File: src/rv_mem_pkg.sv
////////////////////////////////////////////////////////////////////////////
// rv_mem_pkg
// RV32 load/store encodings, data and address types, and the status
// codes that the memory stage reports for a retiring instruction
////////////////////////////////////////////////////////////////////////////
package rv_mem_pkg;

    typedef logic [31:0] word_t;
    typedef logic [31:0] addr_t;
    typedef logic [4:0]  reg_idx_t;
    typedef logic [2:0]  funct3_t;

    // load/store width, RISC-V funct3 encoding
    localparam funct3_t F3_B  = 3'b000;
    localparam funct3_t F3_H  = 3'b001;
    localparam funct3_t F3_W  = 3'b010;
    localparam funct3_t F3_BU = 3'b100;
    localparam funct3_t F3_HU = 3'b101;

    typedef enum logic [1:0] {
        ERR_NONE     = 2'b00,
        ERR_MISALIGN = 2'b01,    // odd lh/lhu/sh or unaligned word
        ERR_BUS      = 2'b10     // non-okay bus response
    } stage_err_t;

endpackage
File: src/mem_bus_pkg.sv
////////////////////////////////////////////////////////////////////////////
// mem_bus_pkg
// response codes and address helpers of the internal memory bus
////////////////////////////////////////////////////////////////////////////
package mem_bus_pkg;

    typedef enum logic [1:0] {
        RSP_OKAY   = 2'b00,
        RSP_DECERR = 2'b11
    } rsp_t;

    typedef logic [3:0] strb_t;

    // word address, low bits pick the word inside a bank
    function automatic logic [31:0] word_sel(input rv_mem_pkg::addr_t addr);
        return addr >> 2;
    endfunction

    // bits above the in-bank word index
    function automatic logic [31:0] bank_sel(input rv_mem_pkg::addr_t addr,
                                             input int unsigned word_bits);
        return addr >> (word_bits + 2);
    endfunction

    function automatic logic out_of_range(input rv_mem_pkg::addr_t addr,
                                          input longint unsigned limit);
        return longint'(addr) >= limit;
    endfunction

endpackage

File: src/mem_req_if.sv
////////////////////////////////////////////////////////////////////////////
// mem_req_if
// request channel of the memory bus, valid/ready handshake
////////////////////////////////////////////////////////////////////////////
interface mem_req_if;

    logic                  valid;
    logic                  ready;
    logic                  write;
    rv_mem_pkg::addr_t     addr;
    rv_mem_pkg::word_t     wdata;
    mem_bus_pkg::strb_t    strb;

    modport requester (output valid, write, addr, wdata, strb, input ready);
    modport responder (input valid, write, addr, wdata, strb, output ready);

endinterface

File: src/mem_rsp_if.sv
////////////////////////////////////////////////////////////////////////////
// mem_rsp_if
// response channel of the memory bus, valid/ready handshake
////////////////////////////////////////////////////////////////////////////
interface mem_rsp_if;

    logic                  valid;
    logic                  ready;
    rv_mem_pkg::word_t     rdata;
    mem_bus_pkg::rsp_t     resp;

    modport requester (input valid, rdata, resp, output ready);
    modport responder (output valid, rdata, resp, input ready);

endinterface

File: src/mem_bank.sv
////////////////////////////////////////////////////////////////////////////
// mem_bank
// one word-wide SRAM bank with byte strobes; answers each request a
// fixed number of cycles after accepting it
////////////////////////////////////////////////////////////////////////////
module mem_bank #(
    parameter int BANK_WORDS   = 64,
    parameter int BANK_LATENCY = 2
) (
    input  logic         clock,
    input  logic         reset,
    mem_req_if.responder req,
    mem_rsp_if.responder rsp
);

    localparam int WORD_BITS = $clog2(BANK_WORDS);
    localparam int CNT_BITS  = $clog2(BANK_LATENCY + 1);

    rv_mem_pkg::word_t     mem [BANK_WORDS];
    rv_mem_pkg::word_t     rdata_q;
    logic [WORD_BITS-1:0]  idx;
    logic [CNT_BITS-1:0]   count;
    logic                  busy;
    logic                  req_fire;

    assign idx       = WORD_BITS'(mem_bus_pkg::word_sel(req.addr));
    assign req.ready = ~busy;
    assign req_fire  = req.valid & ~busy;

    assign rsp.valid = busy & (count == '0);
    assign rsp.rdata = rdata_q;
    assign rsp.resp  = mem_bus_pkg::RSP_OKAY;

    always_ff @(posedge clock or posedge reset) begin
        if (reset) begin
            busy  <= 1'b0;
            count <= '0;
        end else if (req_fire) begin
            busy  <= 1'b1;
            count <= CNT_BITS'(BANK_LATENCY - 1);
        end else if (busy && count != '0) begin
            count <= count - 1'b1;
        end else if (rsp.valid & rsp.ready) begin
            busy  <= 1'b0;
        end
    end

    // old word comes back for writes too
    always_ff @(posedge clock) begin
        if (req_fire) begin
            rdata_q <= mem[idx];
            if (req.write) begin
                for (int b = 0; b < 4; b++) begin
                    if (req.strb[b])
                        mem[idx][8*b +: 8] <= req.wdata[8*b +: 8];
                end
            end
        end
    end

endmodule

File: src/flat_wrapper.sv
// flat-port wrapper written by rule: the top's interface ports become plain ports
module mem_bank_flat 
#(
    parameter int BANK_WORDS   = 64,
    parameter int BANK_LATENCY = 2
)
  (clock, reset, req_valid, req_write, req_addr, req_wdata, req_strb, req_ready, rsp_valid, rsp_rdata, rsp_resp, rsp_ready);
  mem_req_if req_i ();
  mem_rsp_if rsp_i ();
  input  logic clock;
  input  logic reset;
  input wire logic [$bits(req_i.valid)-1:0] req_valid;
  input wire logic [$bits(req_i.write)-1:0] req_write;
  input wire logic [$bits(req_i.addr)-1:0] req_addr;
  input wire logic [$bits(req_i.wdata)-1:0] req_wdata;
  input wire logic [$bits(req_i.strb)-1:0] req_strb;
  output wire logic [$bits(req_i.ready)-1:0] req_ready;
  output wire logic [$bits(rsp_i.valid)-1:0] rsp_valid;
  output wire logic [$bits(rsp_i.rdata)-1:0] rsp_rdata;
  output wire logic [$bits(rsp_i.resp)-1:0] rsp_resp;
  input wire logic [$bits(rsp_i.ready)-1:0] rsp_ready;
  assign req_i.valid = req_valid;
  assign req_i.write = req_write;
  assign req_i.addr = req_addr;
  assign req_i.wdata = req_wdata;
  assign req_i.strb = req_strb;
  assign req_ready = req_i.ready;
  assign rsp_valid = rsp_i.valid;
  assign rsp_rdata = rsp_i.rdata;
  assign rsp_resp = rsp_i.resp;
  assign rsp_i.ready = rsp_ready;
  mem_bank #(.BANK_WORDS(BANK_WORDS), .BANK_LATENCY(BANK_LATENCY)) u_core (.clock(clock), .reset(reset), .req(req_i), .rsp(rsp_i));
endmodule
File: config.mk
export PLATFORM = sky130hd
export DESIGN_NAME = mem_bank_flat
export DESIGN_NICKNAME = d
export VERILOG_FILES = /design/src/rv_mem_pkg.sv /design/src/mem_bus_pkg.sv /design/src/mem_req_if.sv /design/src/mem_rsp_if.sv /design/src/mem_bank.sv /design/src/flat_wrapper.sv
export SDC_FILE = /design/constraint.sdc
export NUM_CORES = 2
export LEC_CHECK = 0
export BUFFER_PORTS_ARGS = -buffer_cell sky130_fd_sc_hd__buf_2
export CAP_MARGIN = 30
export CORE_ASPECT_RATIO = 1.2
export CORE_MARGIN = 3
export CORE_UTILIZATION = 35
export CTS_BUF_LIST = sky130_fd_sc_hd__clkbuf_4 sky130_fd_sc_hd__clkbuf_8 sky130_fd_sc_hd__clkbuf_16
export DETAILED_ROUTE_END_ITERATION = 8
export GPL_ROUTABILITY_DRIVEN = 0
export PLACE_DENSITY = 0.47
export SLEW_MARGIN = 20
export SYNTH_ARGS = -nofsm -noshare
export SYNTH_HDL_FRONTEND = slang
export SYNTH_SLANG_ARGS = --single-unit
File: constraint.sdc
create_clock -name clock -period 6.18 [get_ports clock]
set_clock_uncertainty 0.1 [all_clocks]
set_input_delay 0.309 -clock clock [delete_from_list [all_inputs] [get_ports clock]]
set_output_delay 0.309 -clock clock [all_outputs]
set_load 0.01 [all_outputs]
== Word-level counts from Yosys, hierarchy flattened ==
Memory sizes are Yosys's and may differ from the RTL's. A register that Yosys moved wholly into a read port is not among the register bits.
Cells that the tools add are included.
Word-level totals
  register bits: 3
  latch bits: 0
  memory bits (writable): 2048
  ROM bits: 0
  input bits: 73
  output and inout bits: 36
  logic and storage cells: 36
  memories: 1
Operators by class
  add/subtract/negate cells: 1
  multipliers: 0
  div/mod/pow operators: 0
  order comparisons: 0
  equal/unequal tests: 1
  shift operators: 0
  muxes and demuxes: 21
  bitwise gates (word level): 4
  reduce and logical (&&, ||, !) cells: 6
Memories
  u_core.mem: words 64, width 32, rd ports 1, clocked after Yosys merged registers in 1, write ports 1, line mem_bank.sv:19  | rv_mem_pkg::word_t mem [BANK_WORDS];
Operators by type and width (number)
  two-way mux 1 bit: 19
  nonzero test 2 bit: 3
  two-way mux 2 bit: 2
  bitwise AND 1 bit: 3
  logical NOT 2 bit: 1
  != test 2 x 1 -> 1 bit (second input constant): 1
  AND reduction 2 bit: 1
  subtractor 2 x 1 -> 2 bit (second input constant): 1
  logical AND 1 bit: 1
  NOT 1 bit: 1

== Depth between registers and ports, before layout ==
  depth in word-level cells: 6
  gate-level depth with buffers: 10
  gate-level depth less buffers: 6

== Worst setup path before layout ==
Ideal clock, no wire load.
  path kind: reg-to-reg
  from: reg u_core.busy
  to: mem u_core.mem[3][0] (netlist name) (enable)
  setup time: 370 ps
  arrival: 3099 ps
  data required time: 5710 ps
  slack: 2610 ps
  cell stages (with the launch flop): 7
  buffers on the path: 2
  period minus slack after synthesis: 3570 ps
  cells stage by stage: dfrtp_1 -> nor2b_1 -> and2_1 -> clkbuf_1 -> nand2_1 -> clkbuf_1 -> nor2_1
On the way
  word-level cells in the longest chain between the ends: 4
Ends and longest elaborated chain
  start: declaration: line mem_bank.sv:23  | logic busy;
  start signal: assignment: line mem_bank.sv:36  | busy <= 1'b0;
  start signal: assignment: line mem_bank.sv:39  | busy <= 1'b1;
  start signal: assignment: line mem_bank.sv:44  | busy <= 1'b0;
  NOT 1 bit: line mem_bank.sv:28  | assign req_fire = req.valid & ~busy;
  bitwise AND 1 bit: line mem_bank.sv:28
  net u_core.req_fire: line mem_bank.sv:24  | logic req_fire;
  two-way mux 1 bit: line mem_bank.sv:50  | if (req_fire) begin
  two-way mux 1 bit (not written as such): line mem_bank.sv:55  | mem[idx][8*b +: 8] <= req.wdata[8*b +: 8];
  end: declaration: line mem_bank.sv:19
The timed path passes the listed nets, and every way through them passes these cells.

== Final worst setup path ==
  from: in req_addr[4]
  to: mem u_core.mem[29][4] (netlist name) (enable)
RTL lines
  start: declaration: line flat_wrapper.sv:14  | input wire logic [$bits(req_i.addr)-1:0] req_addr;
Straight into the memory's write port.

==> results_dict.tcl <==
set metrics [dict create \
    holdPathStages 2 \
    yosysUniqueCellTypes 52 \
    clk_pin_slew_ps 60 \
    syn_area_um2 79600 \
    grt_max_degree 129 \
    post_cts_buffers 0 \
    worstSetupPathType "primary input to flip-flop" \
    min_path_type "primary input to flip-flop" \
    cts_tree "yes" \
    fmax_mhz 294 \
    drt_iter0_drc 3796 \
    die_x_um 441 \
    reg2reg_depth 5 \
    tns_ps 0 \
    die_area_um2 233000 \
    drt-total-wl_mm 236 \
    htree_num_levels 4 \
    report.final.setup_viol 0 \
    cts_sinks 2083 \
    startpoint_type "primary input" \
    detail-route-antenna-nets 0 \
    core_um2 226000 \
    peakVddDrop_v 0.000210 \
    start_util 0.352 \
    async_reset_ff_frac 0.00144 \
    final_common_cell "edfxtp_1" \
    num_rows 191 \
    avgSynthCellArea_um2 19.5 \
    dpl-instance-area_um2 83800 \
    grt_pass1_vias 41255 \
    design_area_um2 90600 \
    portBuffers 80 \
    fp.dieH_um 528 \
    cap_viol_max_count 0 \
    tightest_slew_ps 1100 \
    overflow 0 \
    antenna_found_initial 21 \
    ys_seq_area_frac 0.786 \
    min_period_ps 3400 \
    drv_slew 0 \
    worstPathRequired_ps 6550 \
    fin_nets 4358 \
    power_leakage_nw 28.3 \
    finalHoldViolCount 0 \
    rsz0062_at_grt "no" \
    outcome "completed" \
    cp.arrival_ps 3770 \
    grt_pass1_wl_mm 329 \
    num_vias 40468 \
    netlist_instances 4089 \
    vias_per_cell 5.43 \
    drc_errors 0 \
    wl_per_cell_um 31.6 \
    clk-insertion-delay-late_ps 870 \
    synth-edff-count 2080 \
    finalCritPeriodShare 0.550 \
    cts.path.max_buffers 4 \
    ys_ff_latch 2083 \
    p_total_w 0.0293 \
    dp_hpwl_mm 144 \
    area_growth_syn_to_layout_pct 13.8 \
    layout-drive-gt1-share 0.193 \
    cts_buffers 211 \
    ioPinCount 109 \
    ys_warn_count 0 \
    layout_common_cells "2080 x edfxtp_1, 344 x nor2_1, 258 x mux2i_1" \
    track_usage 0.200 \
    path_max_fanout 61 \
    root_buffer "clkbuf_16" \
    whs_ps 12.3 \
    firstDrtPassIters 6 \
    synthFlopType "edfxtp_1" \
    slew_headroom 0.265 \
    powerDensity_nw_per_um2 324 \
    end_kind "flip-flop" \
    final_util 0.401 \
]
==> cells in the mapped netlist, drive strengths merged, types with 2 or more instances <==
master | number | share of area
and3b | 4 | 0.00044
mux4 | 254 | 0.072
nor2 | 349 | 0.016
o22ai | 117 | 0.0092
a211oi | 3 | 0.00035
o21ai | 72 | 0.0045
nand4 | 33 | 0.0026
nand2b | 7 | 0.00055
o21a | 3 | 0.00028
o211a | 26 | 0.0033
dfrtp | 3 | 0.00094
nor2b | 6 | 0.00047
edfxtp | 2080 | 0.78
and2 | 5 | 0.00039
nand3 | 4 | 0.00025
a221oi | 240 | 0.026
nand2 | 125 | 0.0059
mux2 | 11 | 0.0016
mux2i | 258 | 0.032
clkbuf | 120 | 0.0057
nor3b | 4 | 0.00057
nor3 | 4 | 0.00031
a22oi | 78 | 0.0074
nand3b | 2 | 0.00019
inv | 7 | 0.00033
a31oi | 3 | 0.00024
a2bb2oi | 26 | 0.0029
a21oi | 12 | 0.00080
buf | 157 | 0.011
and3 | 3 | 0.00024
a222oi | 29 | 0.0036
or2 | 3 | 0.00024
o22a | 6 | 0.00066
o211ai | 28 | 0.0026
==> repair_timing <==
action                    4_1_cts  5_1_grt
hold endpoints to repair      187        0
gates resized for setup         0        0
hold buffers                   12        0
==> report_power, final <==
part / switching, W / internal [W]
sequential: 0.0000570 / 0.0156
clock: 0.00530 / 0.00679
combinational: 0.00109 / 0.000486
==> metal layers <==
layer,global-route usage,up-vias,share of wire,routed length (µm)
met5,0,-,0.00023,54
met1,0.263,21472,0.41,95500
met4,0.0672,8,0.035,8140
li1,-,17405,-,-
met2,0.336,1251,0.50,118000
met3,0.0331,332,0.060,14000
==> worst paths after layout <==
path	startpoint	to	slack [ps]
max	req_addr[4]	u_core.mem[29][4]$_DFFE_PP_	2780
min	req_wdata[3]	u_core.mem[46][3]$_DFFE_PP_	10
max reg2reg	u_core.busy$_DFFE_PP0P_	u_core.mem[1][18]$_DFFE_PP_	3150
min reg2reg	u_core.count[1]$_DFFE_PP0P_	u_core.count[1]$_DFFE_PP0P_	400
max in group asynchronous	reset	u_core.count[1]$_DFFE_PP0P_	5500
min in group asynchronous	reset	u_core.count[0]$_DFFE_PP0P_	350
==> kinds of logic after synthesis <==
| family | Yosys count | synth area share |
|---|---|---|
| AOI/OAI and AO/OA | 646 | 0.0626 |
| adders and majority gates | 1 | 0.000157 |
| buffers and inverters | 284 | 0.0169 |
| DFF | 2083 | 0.786 |
| muxes | 523 | 0.106 |
| other | 1 | 0.0000471 |
| and+or+nand+nor | 551 | 0.0288 |
==> registers in the layout (all words and copies together), names as in the netlist <==
| register | count |
|---|---|
| u_core.mem | 2048 |
| u_core.count | 2 |
| u_core.rsp.rdata | 32 |
| u_core.busy | 1 |
==> critical path: stages <==
cell,delay (ps)
buf_8,410
and3b_4,960
nand2_1,830
nor2_1,980
==> layout make-up <==
| type | instances | area [µm²] |
|---|---|---|
| fill | 20298 | 135000 |
| sequential | 2083 | 62500 |
| multi-input combinational | 1723 | 15800 |
| clock buffer | 265 | 5740 |
| tap | 2991 | 3740 |
| timing repair buffer | 258 | 2030 |
| clock inverter | 113 | 674 |
| inverter | 7 | 33.8 |
| antenna | 11 | 27.5 |
==> per-stage QoR <==
step / setup WS (ps) / cells
after floorplan: 2610 / 4090
after global placement: 1920 / 6985
after detailed placement: 1850 / 7022
after CTS: 2710 / 7412
after global routing: 2760 / 7443
final: 2780 / 7451
No activity file was read; power rests on OpenSTA's default activity.
