[src/rv_mem_pkg.sv]
////////////////////////////////////////////////////////////////////////////
// rv_mem_pkg
// RV32 load/store encodings, data and address types, and the status
// codes that the memory stage reports for a retiring instruction
////////////////////////////////////////////////////////////////////////////
package rv_mem_pkg;

    typedef logic [31:0] word_t;
    typedef logic [31:0] addr_t;
    typedef logic [4:0]  reg_idx_t;
    typedef logic [2:0]  funct3_t;

    // load/store width, RISC-V funct3 encoding
    localparam funct3_t F3_B  = 3'b000;
    localparam funct3_t F3_H  = 3'b001;
    localparam funct3_t F3_W  = 3'b010;
    localparam funct3_t F3_BU = 3'b100;
    localparam funct3_t F3_HU = 3'b101;

    typedef enum logic [1:0] {
        ERR_NONE     = 2'b00,
        ERR_MISALIGN = 2'b01,    // odd lh/lhu/sh or unaligned word
        ERR_BUS      = 2'b10     // non-okay bus response
    } stage_err_t;

endpackage
[src/mem_bus_pkg.sv]
////////////////////////////////////////////////////////////////////////////
// mem_bus_pkg
// response codes and address helpers of the internal memory bus
////////////////////////////////////////////////////////////////////////////
package mem_bus_pkg;

    typedef enum logic [1:0] {
        RSP_OKAY   = 2'b00,
        RSP_DECERR = 2'b11
    } rsp_t;

    typedef logic [3:0] strb_t;

    // word address, low bits pick the word inside a bank
    function automatic logic [31:0] word_sel(input rv_mem_pkg::addr_t addr);
        return addr >> 2;
    endfunction

    // bits above the in-bank word index
    function automatic logic [31:0] bank_sel(input rv_mem_pkg::addr_t addr,
                                             input int unsigned word_bits);
        return addr >> (word_bits + 2);
    endfunction

    function automatic logic out_of_range(input rv_mem_pkg::addr_t addr,
                                          input longint unsigned limit);
        return longint'(addr) >= limit;
    endfunction

endpackage

[src/mem_req_if.sv]
////////////////////////////////////////////////////////////////////////////
// mem_req_if
// request channel of the memory bus, valid/ready handshake
////////////////////////////////////////////////////////////////////////////
interface mem_req_if;

    logic                  valid;
    logic                  ready;
    logic                  write;
    rv_mem_pkg::addr_t     addr;
    rv_mem_pkg::word_t     wdata;
    mem_bus_pkg::strb_t    strb;

    modport requester (output valid, write, addr, wdata, strb, input ready);
    modport responder (input valid, write, addr, wdata, strb, output ready);

endinterface

[src/mem_rsp_if.sv]
////////////////////////////////////////////////////////////////////////////
// mem_rsp_if
// response channel of the memory bus, valid/ready handshake
////////////////////////////////////////////////////////////////////////////
interface mem_rsp_if;

    logic                  valid;
    logic                  ready;
    rv_mem_pkg::word_t     rdata;
    mem_bus_pkg::rsp_t     resp;

    modport requester (input valid, rdata, resp, output ready);
    modport responder (output valid, rdata, resp, input ready);

endinterface

[src/lsu_stage.sv]
////////////////////////////////////////////////////////////////////////////
// lsu_stage
// load/store unit: latches one instruction, issues a single memory
// request, aligns store data and strobes, extends load data
////////////////////////////////////////////////////////////////////////////
module lsu_stage (
    input  logic                   clock,
    input  logic                   reset,
    input  logic                   in_valid,
    output logic                   in_ready,
    input  rv_mem_pkg::addr_t      pc,
    input  logic                   mem_ren,
    input  logic                   mem_wen,
    input  logic                   reg_wen,
    input  rv_mem_pkg::funct3_t    funct3,
    input  rv_mem_pkg::addr_t      addr,
    input  rv_mem_pkg::word_t      store_data,
    input  rv_mem_pkg::reg_idx_t   rd,
    output logic                   out_valid,
    input  logic                   out_ready,
    output rv_mem_pkg::addr_t      pc_out,
    output rv_mem_pkg::reg_idx_t   rd_out,
    output logic                   reg_wen_out,
    output rv_mem_pkg::word_t      load_data,
    output rv_mem_pkg::stage_err_t err_out,
    mem_req_if.requester           req,
    mem_rsp_if.requester           rsp
);

    rv_mem_pkg::addr_t      pc_q;
    rv_mem_pkg::addr_t      addr_q;
    rv_mem_pkg::word_t      store_data_q;
    rv_mem_pkg::reg_idx_t   rd_q;
    rv_mem_pkg::funct3_t    funct3_q;
    logic                   mem_ren_q;
    logic                   mem_wen_q;
    logic                   reg_wen_q;
    rv_mem_pkg::word_t      load_data_q;
    rv_mem_pkg::stage_err_t err_q;
    logic                   busy;           // waiting on the bus
    logic                   req_valid_q;
    logic                   accept;
    logic                   misalign;
    logic                   issue;
    logic                   rsp_fire;
    logic [1:0]             off;
    logic [7:0]             lane_b;
    logic [15:0]            lane_h;
    rv_mem_pkg::word_t      load_ext;

    assign in_ready = ~busy & (~out_valid | out_ready);
    assign accept   = in_valid & in_ready;
    assign issue    = (mem_ren | mem_wen) & ~misalign;
    assign rsp_fire = rsp.valid & rsp.ready;

    always_comb begin
        misalign = 1'b0;
        if (mem_ren | mem_wen) begin
            case (funct3)
                rv_mem_pkg::F3_H, rv_mem_pkg::F3_HU: misalign = addr[0];
                rv_mem_pkg::F3_W:                    misalign = |addr[1:0];
                default:                             misalign = 1'b0;
            endcase
        end
    end

    always_ff @(posedge clock or posedge reset) begin
        if (reset) begin
            busy        <= 1'b0;
            req_valid_q <= 1'b0;
            out_valid   <= 1'b0;
            err_q       <= rv_mem_pkg::ERR_NONE;
        end else if (accept) begin
            busy        <= issue;
            req_valid_q <= issue;
            out_valid   <= ~issue;          // pass-through or misaligned
            err_q       <= misalign ? rv_mem_pkg::ERR_MISALIGN : rv_mem_pkg::ERR_NONE;
        end else begin
            if (out_valid & out_ready)
                out_valid <= 1'b0;
            if (req.valid & req.ready)
                req_valid_q <= 1'b0;
            if (rsp_fire) begin
                busy      <= 1'b0;
                out_valid <= 1'b1;
                if (rsp.resp != mem_bus_pkg::RSP_OKAY)
                    err_q <= rv_mem_pkg::ERR_BUS;
            end
        end
    end

    always_ff @(posedge clock) begin
        if (accept) begin
            pc_q         <= pc;
            addr_q       <= addr;
            store_data_q <= store_data;
            rd_q         <= rd;
            funct3_q     <= funct3;
            mem_ren_q    <= mem_ren;
            mem_wen_q    <= mem_wen;
            reg_wen_q    <= reg_wen;
            load_data_q  <= '0;
        end else if (rsp_fire) begin
            load_data_q  <= (mem_ren_q && rsp.resp == mem_bus_pkg::RSP_OKAY) ? load_ext : '0;
        end
    end

    assign off = addr_q[1:0];

    // store lane placement
    always_comb begin
        case (funct3_q)
            rv_mem_pkg::F3_B: begin
                req.strb  = 4'b0001 << off;
                req.wdata = store_data_q << {off, 3'b000};
            end
            rv_mem_pkg::F3_H: begin
                req.strb  = 4'b0011 << {off[1], 1'b0};
                req.wdata = store_data_q << {off[1], 4'b0000};
            end
            default: begin
                req.strb  = 4'b1111;
                req.wdata = store_data_q;
            end
        endcase
    end

    assign req.valid = req_valid_q;
    assign req.write = mem_wen_q;
    assign req.addr  = addr_q;
    assign rsp.ready = busy;

    assign lane_b = rsp.rdata[{off, 3'b000} +: 8];
    assign lane_h = rsp.rdata[{off[1], 4'b0000} +: 16];

    always_comb begin
        case (funct3_q)
            rv_mem_pkg::F3_B:  load_ext = {{24{lane_b[7]}}, lane_b};
            rv_mem_pkg::F3_H:  load_ext = {{16{lane_h[15]}}, lane_h};
            rv_mem_pkg::F3_BU: load_ext = {24'd0, lane_b};
            rv_mem_pkg::F3_HU: load_ext = {16'd0, lane_h};
            default:           load_ext = rsp.rdata;
        endcase
    end

    assign pc_out      = pc_q;
    assign rd_out      = rd_q;
    assign reg_wen_out = reg_wen_q;
    assign load_data   = load_data_q;
    assign err_out     = err_q;

endmodule

[src/flat_wrapper.sv]
// flat-port wrapper written by rule: the top's interface ports become plain ports
module lsu_stage_flat 
  (clock, reset, in_valid, in_ready, pc, mem_ren, mem_wen, reg_wen, funct3, addr, store_data, rd, out_valid, out_ready, pc_out, rd_out, reg_wen_out, load_data, err_out, req_valid, req_write, req_addr, req_wdata, req_strb, req_ready, rsp_valid, rsp_rdata, rsp_resp, rsp_ready);
  mem_req_if req_i ();
  mem_rsp_if rsp_i ();
  input  logic clock;
  input  logic reset;
  input  logic in_valid;
  output logic in_ready;
  input  rv_mem_pkg::addr_t pc;
  input  logic mem_ren;
  input  logic mem_wen;
  input  logic reg_wen;
  input  rv_mem_pkg::funct3_t funct3;
  input  rv_mem_pkg::addr_t addr;
  input  rv_mem_pkg::word_t store_data;
  input  rv_mem_pkg::reg_idx_t rd;
  output logic out_valid;
  input  logic out_ready;
  output rv_mem_pkg::addr_t pc_out;
  output rv_mem_pkg::reg_idx_t rd_out;
  output logic reg_wen_out;
  output rv_mem_pkg::word_t load_data;
  output rv_mem_pkg::stage_err_t err_out;
  output wire logic [$bits(req_i.valid)-1:0] req_valid;
  output wire logic [$bits(req_i.write)-1:0] req_write;
  output wire logic [$bits(req_i.addr)-1:0] req_addr;
  output wire logic [$bits(req_i.wdata)-1:0] req_wdata;
  output wire logic [$bits(req_i.strb)-1:0] req_strb;
  input wire logic [$bits(req_i.ready)-1:0] req_ready;
  input wire logic [$bits(rsp_i.valid)-1:0] rsp_valid;
  input wire logic [$bits(rsp_i.rdata)-1:0] rsp_rdata;
  input wire logic [$bits(rsp_i.resp)-1:0] rsp_resp;
  output wire logic [$bits(rsp_i.ready)-1:0] rsp_ready;
  assign req_valid = req_i.valid;
  assign req_write = req_i.write;
  assign req_addr = req_i.addr;
  assign req_wdata = req_i.wdata;
  assign req_strb = req_i.strb;
  assign req_i.ready = req_ready;
  assign rsp_i.valid = rsp_valid;
  assign rsp_i.rdata = rsp_rdata;
  assign rsp_i.resp = rsp_resp;
  assign rsp_ready = rsp_i.ready;
  lsu_stage u_core (.clock(clock), .reset(reset), .in_valid(in_valid), .in_ready(in_ready), .pc(pc), .mem_ren(mem_ren), .mem_wen(mem_wen), .reg_wen(reg_wen), .funct3(funct3), .addr(addr), .store_data(store_data), .rd(rd), .out_valid(out_valid), .out_ready(out_ready), .pc_out(pc_out), .rd_out(rd_out), .reg_wen_out(reg_wen_out), .load_data(load_data), .err_out(err_out), .req(req_i), .rsp(rsp_i));
endmodule
[config.mk]
export PLATFORM = sky130hd
export DESIGN_NAME = lsu_stage_flat
export DESIGN_NICKNAME = d
export VERILOG_FILES = /design/src/rv_mem_pkg.sv /design/src/mem_bus_pkg.sv /design/src/mem_req_if.sv /design/src/mem_rsp_if.sv /design/src/lsu_stage.sv /design/src/flat_wrapper.sv
export SDC_FILE = /design/constraint.sdc
export NUM_CORES = 1
export LEC_CHECK = 0
export BUFFER_PORTS_ARGS = -buffer_cell sky130_fd_sc_hd__buf_4
export CORE_AREA = 2 2 114 116
export DETAILED_ROUTE_END_ITERATION = 8
export DIE_AREA = 0 0 116 118
export MAX_ROUTING_LAYER = met4
export PLACE_DENSITY = 0.83
export SLEW_MARGIN = 10
export SYNTH_ARGS = -nofsm -noshare
export SYNTH_HDL_FRONTEND = slang
export SYNTH_SLANG_ARGS = --single-unit
[constraint.sdc]
create_clock -name clock -period 4.5 [get_ports clock]
set_input_delay 1.125 -clock clock [delete_from_list [all_inputs] [get_ports clock]]
set_output_delay 1.125 -clock clock [all_outputs]
set_load 0.02 [all_outputs]
Yosys cells after proc, flatten, opt, wreduce, memory -nomap -nowiden

Index checks and enable logic that the tools add are counted.
W data, S select, Z words.

Bits in registers: 144
Input port bits: 147
Output and inout port bits: 145
Word-level logic and storage cells: 65

Equal/unequal tests: 6
Shifts and indexed selects: 6
Mux-type cells: 17
Bitwise gates (word level): 12
Reduce and logical (&&, ||, !) cells: 11

Operator list:

| kind                  | number |
|---|---|
| $pmux W32 S4          | 1 |
| $pmux W32 S2          | 1 |
| $shl A32 B5 Y32       | 2 |
| $mux W32              | 1 |
| $shiftx A32 B6 Y16    | 1 |
| $shiftx A32 B6 Y8     | 1 |
| $eq A3 B3 Y1 const B  | 3 |
| $mux W1               | 9 |
| $pmux W4 S2           | 1 |
| $reduce_bool A2 Y1    | 4 |
| $and A1 B1 Y1         | 6 |
| $eq A3 B1 Y1 const B  | 2 |
| $mux W2               | 3 |
| $not A1 Y1            | 4 |
| $reduce_or A2 Y1      | 2 |
| $shl A1 B2 Y4 const A | 1 |
| $shl A2 B2 Y4 const A | 1 |
| $eq A3 B2 Y1 const B  | 1 |
| $logic_not A3 Y1      | 1 |
| $reduce_bool A3 Y1    | 1 |
| $logic_not A2 Y1      | 1 |
| $or A1 B1 Y1          | 2 |
| $pmux W1 S2           | 1 |
| $reduce_and A2 Y1     | 1 |
| $logic_and A1 B1 Y1   | 1 |

Longest topological paths before layout

Gate-level depths: netlist (run 1).

Depth in word-level cells: 8
Depth in mapped cells: 6
Depth with buffers taken out: 5

Worst setup path before layout (run 1)

Ideal clock, no wire load.

Kind: input-to-reg
From: input port out_ready
To: register u_core.load_data_q[28], in the netlist u_core.load_data[28]
Library setup time: 0.122 ns
Data arrival time: 4.504 ns
Setup slack: -0.125 ns
Stages: 6
Buffers on the path: 1
Path through: nand2b_1 nand3_1 inv_1 a21oi_1 clkbuf_1 a221o_1

Longest elaborated chain between the ends: 3

RTL lines:

| element              | RTL line           | source |
|---|---|---|
| from (decl)          | flat_wrapper.sv:19 | `input logic out_ready;` |
| $or A1 B1 Y1         | lsu_stage.sv:51    | `assign in_ready = ~busy & (~out_valid \| out_ready);` |
| $and A1 B1 Y1        | lsu_stage.sv:51    |  |
| $and A1 B1 Y1        | lsu_stage.sv:52    | `assign accept = in_valid & in_ready;` |
| via u_core.accept    | lsu_stage.sv:42    | `logic accept;` |
| to (signal assigned) | lsu_stage.sv:104   | `load_data_q <= (mem_ren_q && rsp.resp == mem_bus_pkg::RSP_OKAY) ? load_ext : '0;` |
| to (decl)            | lsu_stage.sv:38    | `rv_mem_pkg::word_t load_data_q;` |

The timed path passes the listed nets, and every way through them passes these cells.
A chain may end at the register's enable or synchronous reset.

Worst setup path after layout (run 1)

From: register u_core.funct3_q[1]
To: output port req_wdata[26]

Longest elaborated chain between the ends: 2

RTL lines:

| element                                                 | RTL line           | source |
|---|---|---|
| from (decl)                                             | lsu_stage.sv:34    | `rv_mem_pkg::funct3_t funct3_q;` |
| from (signal assigned)                                  | lsu_stage.sv:98    | `funct3_q <= funct3;` |
| $eq A3 B1 Y1 / $logic_not A3 Y1 (equally long branches) | lsu_stage.sv:112   | `case (funct3_q)` |
| $pmux W32 S2 *                                          | lsu_stage.sv:112   |  |
| to (decl)                                               | flat_wrapper.sv:28 | `output wire logic [$bits(req_i.wdata)-1:0] req_wdata;` |

Mark *: on every way between the ends. The rest lies on a longest branch, timed or not.

==> results of run 1 <==
cells by family after synthesis:
| kind of cell | share of synthesized area, % |
|---|---|
| flops | 72.9 |
| mux | 3.32 |
| buf+inv | 2.63 |
| compound gates | 13.9 |
| simple gates | 7.31 |
power by group:
| group | leakage (µW) | switching [µW] | total, µW | internal (µW) |
|---|---|---|---|---|
| Combinational | 0.00203 | 465 | 796 | 330 |
| Clock | 0.000267 | 559 | 1330 | 768 |
| Sequential | 0.00133 | 81.4 | 1680 | 1590 |
| Total | 0.00363 | 1110 | 3800 | 2690 |
final cells by class:
class	count	area share [%]
Sequential cell	144	47.5
Timing Repair Buffer	295	26.4
Tap cell	172	2.57
Clock inverter	14	1.57
Multi-Input combinational cell	201	16.1
Clock buffer	18	5.12
Inverter	17	0.806
flip-flops by register name, indices dropped and copies added (netlist names), 2 cells and up:
register,flops
u_core.err_out,2
u_core.rd_out,5
u_core.pc_out,32
u_core.funct3_q,3
u_core.req.addr,32
u_core.store_data_q,32
u_core.load_data,32
metrics by stage:
| step | instances | setup slack, ns | instance area, µm² |
|---|---|---|---|
| floorplan | 378 | 0.369 | 5470 |
| global placement | 829 | 1.19 | 7820 |
| finish | 861 | 0.585 | 8380 |
| detailed placement | 829 | 1.08 | 7820 |
| CTS | 861 | 0.635 | 8380 |
| global route | 861 | 0.393 | 8380 |
worst max-delay path by stage:
stage	start	to	cells past startpoint
2_1_floorplan	out_ready	u_core.out_valid$_DFFE_PP0P_	6
3_3_place_gp	u_core.funct3_q[1]$_DFFE_PP_	req_wdata[0]	5
3_5_place_dp	u_core.funct3_q[1]$_DFFE_PP_	req_wdata[30]	5
4_1_cts	u_core.funct3_q[1]$_DFFE_PP_	req_wdata[30]	5
5_1_grt	u_core.req.addr[1]$_DFFE_PP_	req_wdata[26]	5
6_report	u_core.funct3_q[1]$_DFFE_PP_	req_wdata[26]	5
critical path, cell delays in order (launching register included):
cell and delay (ns):
edfxtp_1 0.60, or2_2 0.49, a21oi_2 0.75, o22ai_1 0.18, a21oi_1 0.18, buf_4 0.17
layer usage:
metal	share of wire (%)	GRT usage, %	routed length (µm)
met1	34	27.9	6100
met2	53	47.2	9610
met3	8.5	6.54	1550
met4	4.9	15.1	885
met5	0	-	0
Yosys cell counts (2+ instances only):
cell	instances	area share, %
a221oi_1	8	1.3
edfxtp_1	107	59
clkbuf_1	10	0.69
inv_1	17	1.2
nor2_1	21	1.4
o211ai_1	8	1.1
nor4bb_1	2	0.37
nand2_1	24	1.6
nand3_1	3	0.27
dfxtp_1	32	12
a221o_1	17	3.1
mux2i_1	8	1.5
nand2b_1	12	1.4
o22ai_1	18	2.1
buf_2	4	0.37
nor2b_1	8	0.92
a21o_1	7	0.96
a21oi_1	22	2.0
and2_1	2	0.23
o2bb2ai_1	9	1.4
buf_6	2	0.41
dfrtp_1	5	2.3
o21ai_0	10	0.92
mux2_2	7	1.4
==> results_dict.tcl, run 1 <==
set metrics [dict create \
    cp_max_fo 22 \
    grt_pass1_wl_mm 26.4 \
    clk_pin_slew_ns 0.06 \
    min_to "u_core.load_data[10]$_SDFFE_PP0P_" \
    syn_nets 525 \
    io_buffer_count 291 \
    drv_cap 0 \
    antenna_found_initial 0 \
    clkLatencyLatePin_ns 0.42 \
    fin_worst_skew_ns 0.0148 \
    power_uw 3800 \
    cts_max_level 4 \
    drtIter0Drc 507 \
    critPathLaunchType "flop" \
    slew_headroom_pct 21.3 \
    n_fill_cell 850 \
    die_h_um 118 \
    cts_made_buffers 17 \
    hold_viol 0 \
    cts_tree "done" \
    first_global_vias 4782 \
    rsz0062_at_grt "no" \
    ys_types 39 \
    cts_hold_buffers 0 \
    layout_common_cells "buf_4, edfxtp_1, dfxtp_1, nand2_1, nor2_1" \
    clock-root-buffer "clkbuf_16" \
    drt-total-wl_mm 18.1 \
    initial_core_util_pct 44.0 \
    fin_nets 823 \
    syn2layout_area_growth_pct 53.5 \
    cts.path.max_buffers 2 \
    fin_crit_ns 3.91 \
    place_congestion 1.06 \
    syn_area_um2 5460 \
    synth_seq_area_share_pct 72.9 \
    synth_edf_count 107 \
    register_area_um2 3980 \
    die_area_um2 13700 \
    cp_data_required_time_ns 3.38 \
    multi_input_comb_area_um2 1350 \
    hold_depth 1 \
    fmax_mhz 255 \
    grt_max_degree 67 \
    drive_gt1_share_pct 49.2 \
    status "finished, final reports clean" \
    antenna_cells 0 \
    pwr_density_cell_nw_per_um2 453 \
    min_path_type "flop to flop" \
    ys_warn_count 0 \
    core_um2 12400 \
    dpl.hpwl_mm 13.6 \
    r2r_end "u_core.pc_out[16]$_DFFE_PP_" \
    vias 4651 \
    leakagePower_uw 0.00363 \
    avgSynthCellArea_um2 14.4 \
    worst_pin_slew_ns 1.18 \
    cts_setup_buffers 0 \
    overflow 0 \
    wl_per_cell_um 21.1 \
    finish.utilization_pct 67.5 \
    hold_ws_ns 0.457 \
    ir_drop_mv 0.348 \
    reg2reg_setup_slack_ns 1.98 \
    min_from "u_core.load_data[10]$_SDFFE_PP0P_" \
    rows 41 \
    final-setup-viol-count 0 \
    rr_startpoint "u_core.rsp.ready$_DFFE_PP0P_" \
    async_flop_share_pct 3.47 \
    drc 0 \
    timing.final.crit_share_pct 87.0 \
    worst_ep_arrival_time_ns 2.79 \
    routed_via_density 5.40 \
    ant_nets 0 \
    cts_num_sinks 144 \
    firstDrtPassIters 6 \
    die_w_um 116 \
    cts_resized 0 \
    reg2reg_depth 5 \
    io_pins 292 \
    syn_inst 378 \
    ys_ff_latch 144 \
    tns_ns 0 \
    mostFrequentLayoutCell "buf_4" \
    critPathCaptureType "output pin" \
    crit_type "flop to output pin" \
    drv_slew 0 \
    grt_usage_pct 27.3 \
    synthFlopType "edfxtp_1" \
]
(Power assumes the default switching activity.)
==> inputs of run 2 (changes only) <==
--- a/config.mk
+++ b/config.mk
@@ -5,10 +5,12 @@
 export SDC_FILE = /design/constraint.sdc
 export NUM_CORES = 1
 export LEC_CHECK = 0
+export ABC_AREA = 1
 export BUFFER_PORTS_ARGS = -buffer_cell sky130_fd_sc_hd__buf_4
-export CORE_AREA = 2 2 114 116
+export CORE_AREA = 2 2 118 120
 export DETAILED_ROUTE_END_ITERATION = 8
-export DIE_AREA = 0 0 116 118
+export DIE_AREA = 0 0 120 122
+export GPL_ROUTABILITY_DRIVEN = 0
 export MAX_ROUTING_LAYER = met4
 export PLACE_DENSITY = 0.83
 export SLEW_MARGIN = 10
==> run 2 against run 1 <==
Clock skew is 0.0034 ns lower. Synthesized area is 11% higher. Synthesized cell count is 58% higher. Global-route usage is 2.8 points lower. Total power is 4.0% higher.
==> results_dict.tcl, run 2 <==
set metrics [dict create \
    drive_gt1_share_pct 39.6 \
    die_w_um 120 \
    synth_top_area_share_pct 52.8 \
    seqPwrFrac_pct 41.7 \
    rr_startpoint "u_core.rsp.ready$_DFFE_PP0P_" \
    syn_area_um2 6080 \
    cts_tree "done" \
    die_area_um2 14600 \
    grt_pass1_wl_mm 26.3 \
    fmax_mhz 261 \
    dpl.hpwl_mm 13.6 \
    cp_data_required_time_ns 3.38 \
    p_int_uw 2770 \
    timing.final.crit_share_pct 85.2 \
    status "finished, final reports clean" \
    cts_setup_buffers 0 \
    critPathLaunchType "flop" \
    ir_drop_mv 0.331 \
    rows 43 \
    tns_ns 0 \
    slew_headroom_pct 24.6 \
    r2r_end "u_core.req.addr[15]$_DFFE_PP_" \
    pwr_density_cell_nw_per_um2 440 \
    min_from "u_core.load_data[29]$_SDFFE_PP0P_" \
    synth_edf_count 107 \
    crit_type "flop to output pin" \
    final-setup-viol-count 0 \
    register_area_um2 3980 \
    io_buffer_count 291 \
    power.share.switching_pct 29.9 \
    drc 0 \
    clk_pin_slew_ns 0.06 \
    n_fill_cell 1065 \
    ys_warn_count 0 \
    ant_nets 0 \
    synth_seq_area_share_pct 65.4 \
    routed_via_density 4.97 \
    layout_common_cells "buf_4, nand2_1, edfxtp_1, nor2_1, inv_1" \
    leakagePower_uw 0.00423 \
    cts_num_sinks 144 \
    fin_worst_skew_ns 0.0115 \
    syn_inst 599 \
    synth_area_leader_cell "edfxtp_1" \
    overflow 0 \
    firstDrtPassIters 5 \
    first_global_vias 5098 \
    fin_crit_ns 3.84 \
    dp_cells 1053 \
    io_pins 292 \
    reg2reg_setup_slack_ns 2.40 \
    vias 5388 \
    finish.utilization_pct 66.5 \
    grt_usage_pct 24.5 \
    cts.path.max_buffers 2 \
    drtIter0Drc 483 \
    cts_max_level 4 \
    synthFlopType "edfxtp_1" \
    die_h_um 122 \
    critPathLaunch "u_core.funct3_q[1]$_DFFE_PP_" \
    cts_hold_buffers 0 \
    hold_viol 0 \
    synthTopCellsByCount "nand2_1, edfxtp_1, nor2_1" \
    cp_max_fo 29 \
    drv_cap 0 \
    comb_power_share_pct 23.2 \
    finalNonFillerCells 1085 \
    avgSynthCellArea_um2 10.2 \
    worstSetupEndpoint "req_wdata[27]" \
    drt-total-wl_mm 17.7 \
    clock-root-buffer "clkbuf_16" \
    power_switching_uw 1180 \
    hold_ws_ns 0.455 \
    pre_cts_ws_ns 1.15 \
    async_flop_share_pct 3.47 \
    syn2layout_area_growth_pct 47.7 \
    syn_nets 746 \
    synthMostInstantiatedCell "nand2_1" \
    ys_types 34 \
    critPathCaptureType "output pin" \
    initial_core_util_pct 45.0 \
    worst_pin_slew_ns 1.13 \
    worst_ep_arrival_time_ns 2.71 \
    min_path_type "flop to flop" \
    wl_per_cell_um 16.3 \
    antenna_found_initial 0 \
    power.clock.fraction_pct 35.1 \
    reg2reg_depth 4 \
    core_um2 13500 \
    grt_max_degree 56 \
    antenna_cells 0 \
    rsz0062_at_grt "no" \
    multi_input_comb_area_um2 1740 \
    cts_made_buffers 17 \
    cts_resized 0 \
    fin_ws_ns 0.665 \
    fin_nets 1039 \
    clkLatencyLatePin_ns 0.41 \
    mostFrequentLayoutCell "buf_4" \
    drv_slew 0 \
    synth_area_leaders "edfxtp_1, dfxtp_1, nand2_1, nor2_1, inv_1" \
    ys_ff_latch 144 \
]
## run 2: kinds of logic (layout without fill, tap and decap cells)
logic type	after synthesis	count (layout)	synth area share, %
AND/OR/NAND/NOR	298	298	22.0
buffers and inverters	83	389	6.03
flip-flops	144	144	65.4
AO/OA/AOI/OAI	74	74	6.50
## run 2: worst min path at each step
stage / to / slack [ns] / cells after the start
finish: u_core.load_data[29]$_SDFFE_PP0P_ / 0.46 / 2
global route: u_core.load_data[0]$_SDFFE_PP0P_ / 0.47 / 2
detailed placement: u_core.load_data[11]$_SDFFE_PP0P_ / 0.45 / 2
global placement: u_core.load_data[6]$_SDFFE_PP0P_ / 0.44 / 2
floorplan: u_core.load_data[0]$_SDFFE_PP0P_ / 0.53 / 2
CTS: u_core.load_data[11]$_SDFFE_PP0P_ / 0.46 / 2
## run 2: worst max-delay path, stage by stage (launching register included)
cell and delay [ns]:
edfxtp_1 0.36, buf_4 0.25, inv_2 0.27, nand3_2 0.32, nand2_4 0.31, nand2_2 0.18
inv_1 0.13, nand2_2 0.13, nor2_1 0.12, nor2_1 0.06, buf_4 0.15
## run 2: cell type report
type / count / area share [%]
clock buffers: 18 / 4.78
clock inverters: 14 / 1.73
inverters: 62 / 2.62
multi-input cells: 372 / 19.4
flip-flops and latches: 144 / 44.3
well taps: 180 / 2.51
repair buffers: 295 / 24.7
## run 2: power groups by stage
| stage | registers, µW | logic (µW) | clock network, µW |
|---|---|---|---|
| after floorplan | 1790 | 391 | 0 |
| after global placement | 1670 | 902 | 0 |
| after detailed placement | 1670 | 915 | 0 |
| after CTS | 1650 | 918 | 1400 |
| after global routing | 1660 | 983 | 1460 |
| final | 1650 | 918 | 1390 |
## run 2: metal layers
| metal | track usage [%] | vias to the layer above | share of wire [%] |
|---|---|---|---|
| met5 | - | - | 0 |
| met1 | 26.3 | 2488 | 35 |
| met2 | 42.8 | 279 | 53 |
| met4 | 10.7 | 0 | 3.5 |
| li1 | - | 2572 | - |
| met3 | 6.37 | 49 | 8.6 |
## run 2: per-stage QoR
step	power (µW)	area, µm²
3_5_place_dp	2590	8390
5_1_grt	4100	8980
3_3_place_gp	2570	8390
4_1_cts	3970	8980
2_1_floorplan	2180	6080
6_report	3950	8980
==> inputs of run 3 (changes only) <==
--- a/config.mk
+++ b/config.mk
@@ -5,11 +5,10 @@
 export SDC_FILE = /design/constraint.sdc
 export NUM_CORES = 1
 export LEC_CHECK = 0
-export ABC_AREA = 1
 export BUFFER_PORTS_ARGS = -buffer_cell sky130_fd_sc_hd__buf_4
-export CORE_AREA = 2 2 118 120
+export CORE_AREA = 2 2 114 116
 export DETAILED_ROUTE_END_ITERATION = 8
-export DIE_AREA = 0 0 120 122
+export DIE_AREA = 0 0 116 118
 export GPL_ROUTABILITY_DRIVEN = 0
 export MAX_ROUTING_LAYER = met4
 export PLACE_DENSITY = 0.83
==> constraint.sdc (replaced) <==
create_clock -name clock -period 4.2 [get_ports clock]
set_input_delay 1.05 -clock clock [delete_from_list [all_inputs] [get_ports clock]]
set_output_delay 1.05 -clock clock [all_outputs]
set_load 0.02 [all_outputs]
==> run 3 against run 2 <==
Combinational power is 5.9% lower. Clock skew down 0.0041 ns. Critical path depth shrank 5. Clock-buffer cell count stayed put. First-iteration DRC count down 15%. Routed wire length down 1.1%. Critical path type unchanged. Largest power group unchanged. Highest routed layer unchanged.
==> results_dict.tcl, run 3 (synthesis results as in run 1) <==
set metrics [dict create \
    overflow 0 \
    hold_viol 0 \
    mostFrequentLayoutCell "buf_4" \
    worst_ep_arrival_time_ns 2.88 \
    rsz0062_at_grt "no" \
    cts_made_buffers 17 \
    design_area_um2 8430 \
    min_from "u_core.load_data[14]$_SDFFE_PP0P_" \
    tns_ns 0 \
    crit_chain "or2_2 -> a21oi_2 -> o22ai_1 -> a21oi_1 -> buf_4" \
    antenna_cells 0 \
    die_h_um 118 \
    io_pins 292 \
    drt-total-wl_mm 17.5 \
    cts_tree "done" \
    clock-root-buffer "clkbuf_16" \
    cts_max_level 4 \
    reg2reg_depth 5 \
    fin_crit_ns 3.93 \
    firstDrtPassIters 5 \
    cts.path.max_buffers 2 \
    initial_core_util_pct 44.0 \
    grt_max_degree 109 \
    die_area_um2 13700 \
    cp_data_required_time_ns 3.15 \
    cts_num_sinks 144 \
    cts_setup_buffers 0 \
    cts_resized 0 \
    cp_slowest_stage_delay_ns 0.76 \
    clkLatencyLatePin_ns 0.42 \
    cp_max_fo 22 \
    critPathCaptureType "output pin" \
    fin_nets 824 \
    fmax_mhz 254 \
    reg2reg_setup_slack_ns 2.17 \
    vias 4633 \
    ant_nets 0 \
    drtIter0Drc 411 \
    pwr_density_cell_nw_per_um2 494 \
    ir_drop_mv 0.392 \
    crit_type "flop to output pin" \
    hold_depth 1 \
    routed_via_density 5.38 \
    wl_per_cell_um 20.4 \
    leakagePower_uw 0.00365 \
    syn2layout_area_growth_pct 54.4 \
    dpl-instance-area_um2 7840 \
    status "finished, final reports clean" \
    critPathTopFamily "compound AO/OA/AOI/OAI gates" \
    dp_cells 830 \
    drive_gt1_share_pct 49.3 \
    finalNonFillerCells 861 \
    die_w_um 116 \
    core_um2 12400 \
    critPathLaunchType "flop" \
    drc 0 \
    n_fill_cell 850 \
    cts_hold_buffers 0 \
    slowest_stage "a21oi_2" \
    layout_common_cells "buf_4, edfxtp_1, dfxtp_1, nand2_1, nor2_1" \
    drv_cap 0 \
    rows 41 \
    io_buffer_count 291 \
    r2r_end "u_core.load_data[10]$_SDFFE_PP0P_" \
    timing.final.crit_share_pct 93.6 \
    slew_headroom_pct 32.8 \
    worst_pin_slew_ns 1.01 \
    grt_usage_pct 26.1 \
    min_path_type "flop to flop" \
    fin_worst_skew_ns 0.00736 \
    grt_pass1_wl_mm 25.6 \
    min_to "u_core.load_data[14]$_SDFFE_PP0P_" \
    final-setup-viol-count 0 \
    finish.utilization_pct 67.9 \
    rr_startpoint "u_core.req.addr[1]$_DFFE_PP_" \
    antenna_found_initial 0 \
    drv_slew 0 \
    dpl.hpwl_mm 13.1 \
    clk_pin_slew_ns 0.06 \
    crit_buf_inv 1 \
    first_global_vias 4760 \
]
-- run 3: worst reg2reg max path, cell delays in order (launching register included) --
cell,delay (ns)
edfxtp_1,0.32
buf_4,0.23
mux4_2,0.59
a21oi_1,0.43
a221oi_1,0.17
a21o_1,0.18
-- run 3: worst max path at each step --
stage	from	slack (ns)	end	cells past startpoint
global route	u_core.funct3_q[1]$_DFFE_PP_	0.19	req_wdata[24]	5
floorplan	out_ready	0.14	u_core.out_valid$_DFFE_PP0P_	6
finish	u_core.funct3_q[1]$_DFFE_PP_	0.27	req_wdata[27]	5
detailed placement	u_core.funct3_q[1]$_DFFE_PP_	0.84	req_wdata[24]	5
CTS	u_core.funct3_q[1]$_DFFE_PP_	0.32	req_wdata[26]	5
global placement	u_core.funct3_q[1]$_DFFE_PP_	0.97	req_wdata[1]	5
-- run 3: layer usage --
metal  GRT usage [%]  up-vias  wire length (µm)  part of all wire [%]
met3            7.36       73              1410                   8.1
met5               -        -                 0                     0
met1            25.6     2202              6000                    34
li1                -     2059                 -                     -
met2            45.5      299              9250                    53
met4            14.7        0               857                   4.9
-- run 3: where the power goes --
| part | internal [µW] | leakage, µW | switching, µW |
|---|---|---|---|
| clock | 932 | 0.000284 | 592 |
| combinational | 358 | 0.00204 | 506 |
| sequential | 1710 | 0.00133 | 74.4 |
| total | 3000 | 0.00365 | 1170 |
-- run 3: cell type report --
class	count	area [µm²]	share of cell area, %
inverter	17	67.6	0.801
clock buffer	18	429	5.09
tap	172	215	2.55
timing repair buffer	296	2230	26.5
clock inverter	13	163	1.93
multi-input combinational	201	1350	16.0
sequential	144	3980	47.2
-- run 3: through the flow --
step	hold WS [ns]	total power [µW]	worst slack, ns
2_1_floorplan	0.542	2220	0.144
3_3_place_gp	0.443	2650	0.966
3_5_place_dp	0.452	2670	0.837
4_1_cts	0.465	4190	0.320
5_1_grt	0.478	4310	0.188
6_report	0.464	4170	0.267
